File: src/si_monitor_pkg.sv
`default_nettype none

package si_monitor_pkg;

    // Lane count and derived widths
    localparam int NUM_LANES = 4;
    localparam int LANE_W    = $clog2(NUM_LANES);

    // Nominal PAM4 level amplitudes in mV
    localparam logic [7:0] LEVEL_AMP_0 = 8'd25;
    localparam logic [7:0] LEVEL_AMP_1 = 8'd75;
    localparam logic [7:0] LEVEL_AMP_2 = 8'd125;
    localparam logic [7:0] LEVEL_AMP_3 = 8'd175;

    // Eye and crosstalk thresholds
    localparam logic [7:0] CLOSURE_MARGIN  = 8'd20;  // Margin below this is a closure
    localparam logic [7:0] COUPLING_SIG    = 8'd20;  // Active aggressor above this
    localparam logic [9:0] CRIT_ENERGY     = 10'd100;
    localparam logic [2:0] CRIT_AGGRESSORS = 3'd2;
    localparam logic [7:0] ERROR_CLOSURES  = 8'd10;  // Issue lane above this

    // Record buffer sizing
    localparam int FIFO_DEPTH = 8;
    localparam int FIFO_AW    = $clog2(FIFO_DEPTH);

    // One 2-bit PAM4 symbol per lane
    typedef logic [NUM_LANES-1:0][1:0] pam4_lanes_t;

    // Per-lane measurement from one sample
    typedef struct packed {
        logic [7:0] margin;      // Eye voltage margin, mV
        logic [9:0] energy;      // Summed coupling strength
        logic [2:0] aggressors;  // Count of significant couplers
    } lane_meas_t;

    typedef lane_meas_t [NUM_LANES-1:0] si_record_t;

    // Running statistics for one lane
    typedef struct packed {
        logic [7:0] min_height;
        logic [7:0] max_height;
        logic [7:0] closure_events;  // Saturates at 255
        logic       critical;        // Sticky
    } lane_stat_t;

    typedef lane_stat_t [NUM_LANES-1:0] stats_bus_t;

    // Code to amplitude lookup
    function automatic logic [7:0] level_amp(input logic [1:0] code);
        logic [7:0] amp;
        case (code)
            2'd0:    amp = LEVEL_AMP_0;
            2'd1:    amp = LEVEL_AMP_1;
            2'd2:    amp = LEVEL_AMP_2;
            default: amp = LEVEL_AMP_3;
        endcase
        return amp;
    endfunction

    // Unsigned absolute difference
    function automatic logic [7:0] abs_diff(input logic [7:0] a, input logic [7:0] b);
        logic [7:0] d;
        if (a > b) begin
            d = a - b;
        end else begin
            d = b - a;
        end
        return d;
    endfunction

endpackage

`default_nettype wire

File: src/symbol_sampler.sv
`timescale 1ns/1ns
`default_nettype none

module symbol_sampler (
    input  logic                       clk_management,
    input  logic                       rst_n,
    input  logic                       sample_valid,
    input  logic                       monitor_enable,
    input  si_monitor_pkg::pam4_lanes_t pam4_signal,
    input  si_monitor_pkg::pam4_lanes_t pam4_recovered,
    output logic                       rec_push,
    output si_monitor_pkg::si_record_t rec
);

    logic                       accept;
    logic [7:0]                 raw_amp [si_monitor_pkg::NUM_LANES];
    logic [7:0]                 rcv_amp [si_monitor_pkg::NUM_LANES];
    si_monitor_pkg::si_record_t rec_next;

    assign accept = sample_valid && monitor_enable;  // Gated by enable

    // Amplitude of each raw and recovered symbol
    always_comb begin
        for (int l = 0; l < si_monitor_pkg::NUM_LANES; l++) begin
            raw_amp[l] = si_monitor_pkg::level_amp(pam4_signal[l]);
            rcv_amp[l] = si_monitor_pkg::level_amp(pam4_recovered[l]);
        end
    end

    // Margin and crosstalk per victim lane
    always_comb begin
        for (int v = 0; v < si_monitor_pkg::NUM_LANES; v++) begin
            rec_next[v].margin     = si_monitor_pkg::abs_diff(raw_amp[v], rcv_amp[v]);
            rec_next[v].energy     = '0;
            rec_next[v].aggressors = '0;
            // Aggressors within two lanes on either side
            for (int a = 0; a < si_monitor_pkg::NUM_LANES; a++) begin
                if (a != v && a >= v - 2 && a <= v + 2) begin
                    rec_next[v].energy = rec_next[v].energy
                        + 10'(si_monitor_pkg::abs_diff(raw_amp[a], raw_amp[v]));
                    if (si_monitor_pkg::abs_diff(raw_amp[a], raw_amp[v])
                            > si_monitor_pkg::COUPLING_SIG) begin
                        rec_next[v].aggressors = rec_next[v].aggressors + 3'd1;
                    end
                end
            end
        end
    end

    // Push strobe one cycle after acceptance
    always_ff @(posedge clk_management or negedge rst_n) begin
        if (!rst_n) begin
            rec_push <= 1'b0;
        end else begin
            rec_push <= accept;
        end
    end

    // Record payload
    always_ff @(posedge clk_management) begin
        if (accept) begin
            rec <= rec_next;
        end
    end

endmodule

`default_nettype wire

File: src/sample_fifo.sv
`timescale 1ns/1ns
`default_nettype none

module sample_fifo (
    input  logic                       clk_management,
    input  logic                       rst_n,
    input  logic                       rec_push,
    input  si_monitor_pkg::si_record_t rec,
    input  logic                       rec_pop,
    output si_monitor_pkg::si_record_t rd_rec,
    output logic                       fifo_empty,
    output logic [15:0]                dropped_count
);

    localparam int AW = si_monitor_pkg::FIFO_AW;

    si_monitor_pkg::si_record_t mem [si_monitor_pkg::FIFO_DEPTH];
    logic [AW-1:0]              wr_ptr;
    logic [AW-1:0]              rd_ptr;
    logic [AW:0]                count;
    logic                       full;
    logic                       do_push;
    logic                       do_pop;

    assign full       = (count == (AW+1)'(si_monitor_pkg::FIFO_DEPTH));
    assign fifo_empty = (count == '0);
    assign do_push    = rec_push && !full;  // Full check ignores same-cycle pop
    assign do_pop     = rec_pop && !fifo_empty;
    assign rd_rec     = mem[rd_ptr];        // Head record, read asynchronously

    // Pointers, occupancy and drop counter
    always_ff @(posedge clk_management or negedge rst_n) begin
        if (!rst_n) begin
            wr_ptr        <= '0;
            rd_ptr        <= '0;
            count         <= '0;
            dropped_count <= '0;
        end else begin
            if (do_push) begin
                wr_ptr <= (wr_ptr == AW'(si_monitor_pkg::FIFO_DEPTH - 1)) ? '0 : wr_ptr + 1'b1;
            end
            if (do_pop) begin
                rd_ptr <= (rd_ptr == AW'(si_monitor_pkg::FIFO_DEPTH - 1)) ? '0 : rd_ptr + 1'b1;
            end
            case ({do_push, do_pop})
                2'b10:   count <= count + 1'b1;
                2'b01:   count <= count - 1'b1;
                default: count <= count;
            endcase
            if (rec_push && full) begin
                dropped_count <= dropped_count + 16'd1;  // Wraps
            end
        end
    end

    // Storage
    always_ff @(posedge clk_management) begin
        if (do_push) begin
            mem[wr_ptr] <= rec;
        end
    end

endmodule

`default_nettype wire

File: src/lane_stats.sv
`timescale 1ns/1ns
`default_nettype none

module lane_stats (
    input  logic                       clk_management,
    input  logic                       rst_n,
    input  si_monitor_pkg::si_record_t rd_rec,
    input  logic                       fifo_empty,
    output logic                       rec_pop,
    output si_monitor_pkg::stats_bus_t stats,
    output logic [15:0]                processed_count,
    output logic [2:0]                 error_count,
    output logic                       analysis_busy
);

    localparam int LW = si_monitor_pkg::LANE_W;

    logic                       active;    // Walking a latched record
    logic [LW-1:0]              lane_idx;
    logic                       last_lane;
    si_monitor_pkg::si_record_t cur_rec;
    si_monitor_pkg::lane_meas_t cur_meas;
    si_monitor_pkg::lane_stat_t cur_stat;
    si_monitor_pkg::lane_stat_t upd_stat;

    assign rec_pop       = !active && !fifo_empty;
    assign analysis_busy = !fifo_empty || active;
    assign last_lane     = (lane_idx == LW'(si_monitor_pkg::NUM_LANES - 1));

    // Shared update path, one lane at a time
    assign cur_meas = cur_rec[lane_idx];
    assign cur_stat = stats[lane_idx];

    always_comb begin
        upd_stat = cur_stat;
        if (cur_meas.margin < cur_stat.min_height) begin
            upd_stat.min_height = cur_meas.margin;
        end
        if (cur_meas.margin > cur_stat.max_height) begin
            upd_stat.max_height = cur_meas.margin;
        end
        if (cur_meas.margin < si_monitor_pkg::CLOSURE_MARGIN
                && cur_stat.closure_events != 8'hFF) begin
            upd_stat.closure_events = cur_stat.closure_events + 8'd1;  // Saturating
        end
        if (cur_meas.energy > si_monitor_pkg::CRIT_ENERGY
                || cur_meas.aggressors > si_monitor_pkg::CRIT_AGGRESSORS) begin
            upd_stat.critical = 1'b1;  // Sticky
        end
    end

    // Sequencer and processed counter
    always_ff @(posedge clk_management or negedge rst_n) begin
        if (!rst_n) begin
            active          <= 1'b0;
            lane_idx        <= '0;
            processed_count <= '0;
        end else if (active) begin
            lane_idx <= lane_idx + 1'b1;
            if (last_lane) begin
                active          <= 1'b0;
                lane_idx        <= '0;
                processed_count <= processed_count + 16'd1;
            end
        end else if (rec_pop) begin
            active <= 1'b1;
        end
    end

    // Latch head record on pop
    always_ff @(posedge clk_management) begin
        if (rec_pop) begin
            cur_rec <= rd_rec;
        end
    end

    // Per-lane statistics
    always_ff @(posedge clk_management or negedge rst_n) begin
        if (!rst_n) begin
            for (int l = 0; l < si_monitor_pkg::NUM_LANES; l++) begin
                stats[l].min_height     <= 8'hFF;
                stats[l].max_height     <= 8'h00;
                stats[l].closure_events <= 8'h00;
                stats[l].critical       <= 1'b0;
            end
        end else if (active) begin
            stats[lane_idx] <= upd_stat;
        end
    end

    // Issue lanes: many closures or crosstalk critical
    always_comb begin
        error_count = '0;
        for (int l = 0; l < si_monitor_pkg::NUM_LANES; l++) begin
            if (stats[l].closure_events > si_monitor_pkg::ERROR_CLOSURES
                    || stats[l].critical) begin
                error_count = error_count + 3'd1;
            end
        end
    end

endmodule

`default_nettype wire

File: src/si_monitor_top.sv
`timescale 1ns/1ns
`default_nettype none

module si_monitor_top (
    input  logic                        clk_management,
    input  logic                        rst_n,
    input  logic                        sample_valid,
    input  logic                        monitor_enable,
    input  si_monitor_pkg::pam4_lanes_t pam4_signal,
    input  si_monitor_pkg::pam4_lanes_t pam4_recovered,
    output si_monitor_pkg::stats_bus_t  stats,
    output logic [15:0]                 processed_count,
    output logic [15:0]                 dropped_count,
    output logic [2:0]                  error_count,
    output logic                        analysis_busy
);

    logic                       rec_push;
    si_monitor_pkg::si_record_t rec;
    si_monitor_pkg::si_record_t rd_rec;
    logic                       fifo_empty;
    logic                       rec_pop;

    // Producer
    symbol_sampler u_sampler (
        .clk_management (clk_management),
        .rst_n          (rst_n),
        .sample_valid   (sample_valid),
        .monitor_enable (monitor_enable),
        .pam4_signal    (pam4_signal),
        .pam4_recovered (pam4_recovered),
        .rec_push       (rec_push),
        .rec            (rec)
    );

    // Record buffer, drops when full
    sample_fifo u_fifo (
        .clk_management (clk_management),
        .rst_n          (rst_n),
        .rec_push       (rec_push),
        .rec            (rec),
        .rec_pop        (rec_pop),
        .rd_rec         (rd_rec),
        .fifo_empty     (fifo_empty),
        .dropped_count  (dropped_count)
    );

    // Consumer
    lane_stats u_stats (
        .clk_management  (clk_management),
        .rst_n           (rst_n),
        .rd_rec          (rd_rec),
        .fifo_empty      (fifo_empty),
        .rec_pop         (rec_pop),
        .stats           (stats),
        .processed_count (processed_count),
        .error_count     (error_count),
        .analysis_busy   (analysis_busy)
    );

endmodule

`default_nettype wire

File: config.mk
export PLATFORM = sky130hd
export DESIGN_NAME = si_monitor_top
export DESIGN_NICKNAME = d
export VERILOG_FILES = /design/src/si_monitor_pkg.sv /design/src/symbol_sampler.sv /design/src/sample_fifo.sv /design/src/lane_stats.sv /design/src/si_monitor_top.sv
export SDC_FILE = /design/constraint.sdc
export NUM_CORES = 1
export LEC_CHECK = 0
export BUFFER_PORTS_ARGS = -buffer_cell sky130_fd_sc_hd__buf_2
export CAP_MARGIN = 20
export CORE_ASPECT_RATIO = 0.8
export CORE_MARGIN = 1.5
export CORE_UTILIZATION = 50
export DETAILED_ROUTE_END_ITERATION = 12
export GPL_ROUTABILITY_DRIVEN = 0
export PLACE_DENSITY_LB_ADDON = 0.12
export SLEW_MARGIN = 20
export SYNTH_ARGS = -nofsm -noshare
export SYNTH_HDL_FRONTEND = slang
export SYNTH_SLANG_ARGS = --single-unit
export TNS_END_PERCENT = 50
File: constraint.sdc
create_clock -name clk_management -period 11.5 [get_ports clk_management]
set_input_delay 1.15 -clock clk_management [delete_from_list [all_inputs] [get_ports clk_management]]
set_output_delay 1.15 -clock clk_management [all_outputs]
set_load 0.02 [all_outputs]
# --- After elaboration in Yosys (flattened, before gate mapping) ---
# Memory sizes are Yosys's and may differ from the RTL's. A register that Yosys moved wholly into a read port is not among the register bits.
# Cells that the tools add are included.
word_totals:
  input_bits: 20
  memories: 1
  elab_cells: 219
  register_bits: 230
  ramBits: 672
  out_inout_bits: 136
memory_table:
  columns: ["memory", "depth", "width", "rd", "rd_ports_with_merged_regs", "write_ports", "line", "text"]
  rows:
  - ["u_fifo.mem", 8, 84, 1, 1, 1, "sample_fifo.sv:17", "si_monitor_pkg::si_record_t mem [si_monitor_pkg::FIFO_DEPTH];"]
classes:
  magnitude_cmp: 35
  eq_ne: 23
  addsub: 41
  n_reduce_logical: 27
  muxes: 56
ops:
  columns: ["cell", "count"]
  rows:
  - ["8-bit one-hot mux with 3 select lines", 8]
  - ["8-bit subtractor", 18]
  - ["8-bit 2-to-1 mux", 17]
  - ["8-bit greater-than comparator", 15]
  - ["100-bit bitwise mux", 1]
  - ["8-bit by 5-bit greater-than comparator with 1-bit output (second input constant)", 10]
  - ["25-bit binary-select mux with 2-bit select", 1]
  - ["25-bit demux with 2-bit select", 1]
  - ["25-bit 2-to-1 mux", 2]
  - ["21-bit binary-select mux with 2-bit select", 1]
  - ["8-bit by 8-bit adder with 9-bit output", 4]
  - ["3-bit 2-to-1 mux", 11]
  - ["16-bit by 1-bit adder with 16-bit output (second input constant)", 2]
  - ["8-bit by 4-bit greater-than comparator with 1-bit output (second input constant)", 4]
  - ["21-bit 2-to-1 mux", 1]
  - ["10-bit by 8-bit adder with 10-bit output", 2]
  - ["2-bit == test (second input constant)", 10]
  - ["3-bit by 1-bit adder with 3-bit output (second input constant)", 6]
  - ["2-bit by 1-bit == test with 1-bit output (second input constant)", 9]
  - ["2-bit logical NOT", 8]
  - ["1-bit 2-to-1 mux", 11]
  - ["1-bit by 1-bit adder with 2-bit output (second input constant)", 5]
  - ["10-bit by 7-bit greater-than comparator with 1-bit output (second input constant)", 1]
  - ["8-bit by 1-bit adder with 8-bit output (second input constant)", 1]
  - ["other kinds (19)", 33]

# --- Longest topological paths before layout ---
depth:
  word_depth: 10
  ltp_mapped: 26
  ltp_nobuf: 25

# --- Cells and area by module ---
# A second synthesis with hierarchy kept.
unflattened:
  hier_cells: 2701
  hier_area_um2: 44930.6
by_module_without_submodules:
  columns: ["module", "seq_area_each_um2", "cells_per_inst", "instances", "area_per_inst_um2"]
  rows:
  - ["sample_fifo", 20830.0, 1098, 1, 26484.2]
  - ["symbol_sampler", 2187.1, 932, 1, 9415.3]
  - ["lane_stats", 5540.3, 671, 1, 9031.2]

# --- Worst setup path after synthesis ---
# OpenSTA, ideal clock, no wires.
synth_timing:
  path_kind: "flip-flop to flip-flop"
  startpoint: "register u_fifo.count[0]"
  endpoint: "memory u_fifo.mem[0][0] in the netlist's numbering (enable)"
  t_arrival_ns: 7.463
  path_buffers: 0
  synth_period_minus_slack_ns: 8.138
  path_slack_ns: 3.362
  setup_time_ns: 0.675
  path_stages_with_launch: 5
  required_time_ns: 10.825
  path_cell_list: "dfrtp_1 > nor3_1 > nand2_1 > nand2_1 > nor4_1"
synth_via:
  elab_chain_len: 5
synth_rtl:
  columns: ["element", "line", "text"]
  rows:
  - ["start, declared", "sample_fifo.sv:20", "logic [AW:0] count;"]
  - ["start signal, assigned", "sample_fifo.sv:46", "2'b10: count <= count + 1'b1;"]
  - ["start signal, assigned", "sample_fifo.sv:47", "2'b01: count <= count - 1'b1;"]
  - ["start signal, assigned", "sample_fifo.sv:48", "default: count <= count;"]
  - ["4-bit == test", "sample_fifo.sv:25", "assign full = (count == (AW+1)'(si_monitor_pkg::FIFO_DEPTH));"]
  - ["1-bit logical NOT", "sample_fifo.sv:27", "assign do_push = rec_push && !full;"]
  - ["1-bit logical AND", "sample_fifo.sv:27", null]
  - ["1-bit 2-to-1 mux", "sample_fifo.sv:58", "if (do_push) begin"]
  - ["1-bit 2-to-1 mux (not written as such)", "sample_fifo.sv:59", "mem[wr_ptr] <= rec;"]
  - ["end, declared", "sample_fifo.sv:17", null]
# No other way between the ends.

==> run metrics <==
buffers and inverters on the worst path 4; utilization of the core after routing 56.56%; count of unresolved DRC violations after routing 0; number of DRC markers in iteration 0 1929; sequential area share after synthesis 61.82%; Final Max Slew Viols 0; maximum resistive drop on vdd 201.4 µV; EDFF count, synth 710; net total in the final layout 3041; portion of netlist area occupied by mux cells 14.04%; maximum fanout along the worst path 9; master cell of the clock root buffer clkbuf_16; Rows 93; Cell Pwr Density 265.3 nW/µm²; Clock Skews 0.02282 ns; Clock Sinks 856; post-synth net total 2854; ys async rst share 17.06%; H-tree depth reported by CTS 3; pin count of the biggest net entering global routing 82; clock share of power 23.9%; final cycle utilization of the critical path 58.71%; final-layout setup total negative slack 0 ns; worst-margin pin slew 1.078 ns; area share of the leading cell type in the synthesized netlist 52.69%; status complete, no violations; Rel. slew slack 27.97%; count of cells resized by post-cts repair 0; CP Cell Sequence buf_2 -> ha_1 -> inv_1 -> o21ai_1 -> buf_4 -> inv_1 -> ha_1 -> nand4_1 -> o311ai_1 -> nor2_1 -> or2_2 -> ha_1 -> o21bai_1 -> a311oi_1 -> nor4b_1 -> a311o_1 -> ha_1 -> a21oi_1 -> o21ai_0 -> or3_1 -> nor3_1 -> a311oi_1; gr usage total 22.90%; setup repair after global routing missed its margin no; final antenna diode count 0; layout cells sized above 1 24.00%; number of warnings printed during yosys synthesis 0; critical path launch point type primary input; count of cell types in the netlist 85; top achievable clock speed 148.1 MHz; critical path's most frequent cell ha_1; net switching power 4244 µW; Worst Reg2Reg Path Length in Cells 10; mean instance size in the synthesized netlist 15.54 µm²; antenna-violating nets left 0; synthesis-stage register bit count 856; global-route wire length before repair 142300 µm; maximum single-stage delay on the critical path 0.78 ns; largest family of logic cells by synthesized area multiplexers; half-perimeter wire length after placement 61090 µm; total die area 82650 µm²; first-pass detailed-route iteration total 5; minimum period implied by the final worst setup slack 6.752 ns; horizontal die dimension 321.1 µm; Overflow after GRT 0; cell internal power dissipation 7802 µW; worst setup timing slack at the placement stage 4.224 ns; synthesized area 40460 µm²; total I/O pin count 156; number of global-route vias before repair 23113; Bufs on Longest Clock Path 3; Post-Syn Instances 2604; top_reg_cell synth edfxtp_1; register clock-pin slew on the reported worst setup and hold paths 0.06 ns; area growth from synthesis to layout 12.23%; simple-gate share of the synthesized area 5.269%; setup repair bufs after CTS 0; crit end category register; number of hold buffers added after cts 0; Critical Path AT 7.13 ns; type of the worst setup path primary input to register; clock buffer count from CTS 86; final WL 93720 µm; port buffer count 155; Hold Crit Class register to register; Fin. Hold Viols 0; Synth Area in Adders 7.900%; Crit. path cell count 22; clock latency of the later-clocked register in the worst-skew pair 0.65 ns; leading cell types by total area after synthesis edfxtp_1 53%, mux4_2 9.6%, dfrtp_1 7.1%; worst hold path cell count 1; Routed WL per cell 23.98 µm; post-detailed-route via-to-cell ratio 5.857; slowest stage cell, crit path o311ai_1; Setup violations, final 0; P_leak 0.01714 µW; initial antenna violation count 4; combinational cell fraction of total power 37.3%; Sw Share 35.23%; final worst-path setup slack 4.748 ns; vias after detailed routing 22888; compound-gate portion of the synthesized area 5.850%; Final Instance Count excl. Fillers 3908; share of total power in sequential cells 38.8%; height of the die 257.4 µm; Initial Util 50.40%; placed cells 3748; TritonCTS clock tree built; family with the most delay on the worst path compound AO/OA/AOI/OAI gates; post-synthesis xor/xnor area fraction 2.579%; # Max-Cap Violations 0; Std-Cell Core Area 80290 µm²; cell taking the most area after synthesis edfxtp_1; required time worst endpoint 11.88 ns
metrics by stage:
| step | power, µW | hold WS [ns] | instance area, µm² |
|---|---|---|---|
| after floorplan | 7874 | 0.4767 | 40460 |
| after global placement | 9108 | 0.4529 | 42490 |
| after detailed placement | 9225 | 0.4594 | 42490 |
| after CTS | 12140 | 0.4681 | 45400 |
| after global routing | 12730 | 0.4726 | 45410 |
| final | 12050 | 0.4701 | 45410 |
cells by family after synthesis:
group,Yosys count
and+or+nand+nor,445
DFF,856
adders and majority gates,234
xor gates and xnor gates,117
muxes,337
AOI/OAI and AO/OA,359
buffers and inverters,256
synthesized netlist by cell type (5+ instances only):
master	instances
a211oi_1	7
a21o_1	50
a21oi_1	65
a31oi_1	39
and2_1	12
and3_1	13
and4_1	5
buf_1	13
buf_2	12
buf_6	5
clkbuf_1	59
dfrtp_1	114
dfstp_2	32
edfxtp_1	710
fa_1	37
ha_1	193
inv_1	161
mux2_2	109
mux2i_1	54
mux4_2	173
nand2_1	173
nand2b_1	19
nand3_1	24
nand3b_1	10
nand4_1	15
nor2_1	87
nor2b_1	18
nor3_1	24
nor4_1	8
o21a_1	15
o21ai_0	103
o21ai_1	7
o21bai_1	10
o311ai_0	7
or2_2	15
or4_1	6
xnor2_1	69
xor2_1	47
cell type report:
class	count	area, µm²
clock buffer	103	2216
tap	1045	1308
fill	6273	34880
multi-input combinational	1492	14480
clock inverter	57	701.9
timing repair buffer	192	1064
inverter	163	614.3
sequential	856	25030
final timing paths:
path | start | endpoint | slack (ns)
min in group asynchronous | rst_n | u_stats.stats[76] | 0.51
max reg2reg | u_stats.lane_idx[0] | u_stats.stats[88] | 7.15
max | pam4_signal[2] | u_sampler.rec[32] | 4.75
min reg2reg | u_fifo.dropped_count[15] | u_fifo.dropped_count[15] | 0.47
min | u_fifo.dropped_count[15] | u_fifo.dropped_count[15] | 0.47
max in group asynchronous | rst_n | u_fifo.dropped_count[11] | 9.87
metal layers:
| metal | vias to the layer above | share of wire [%] | track usage [%] |
|---|---|---|---|
| li1 | 10282 | - | - |
| met1 | 11737 | 46 | 33.74 |
| met2 | 727 | 46 | 35.11 |
| met3 | 138 | 6.3 | 4.667 |
| met4 | 4 | 2.0 | 5.516 |
| met5 | - | 0.059 | 0.4094 |
registers in the layout, summed over array words and instances, names as in the netlist:
register                 cells
u_fifo.count                 4
u_fifo.dropped_count        16
u_fifo.mem                 568
u_fifo.rd_ptr                3
u_fifo.wr_ptr                3
u_sampler.rec               71
u_sampler.rec_push           1
u_stats.active               1
u_stats.cur_rec             71
u_stats.lane_idx             2
u_stats.processed_count     16
u_stats.stats              100
layout by cell type, fill, tap and decap left out, types with 86 or more instances in the layout:
cell type / n
o21ai_0: 101
dfrtp_1: 109
nand2_1: 172
buf_2: 154
inv_1: 161
mux4_2: 173
ha_1: 193
clkbuf_16: 86
edfxtp_1: 710
mux2_2: 109
power by group through the flow:
stage               clock network, µW  logic (µW)  registers [µW]
floorplan                           0        3200            4670
global placement                    0        4410            4700
detailed placement                  0        4490            4740
CTS                              2950        4510            4680
global route                     3070        4910            4750
finish                           2880        4490            4670
Note: power is estimated with default switching activity, not from simulation.
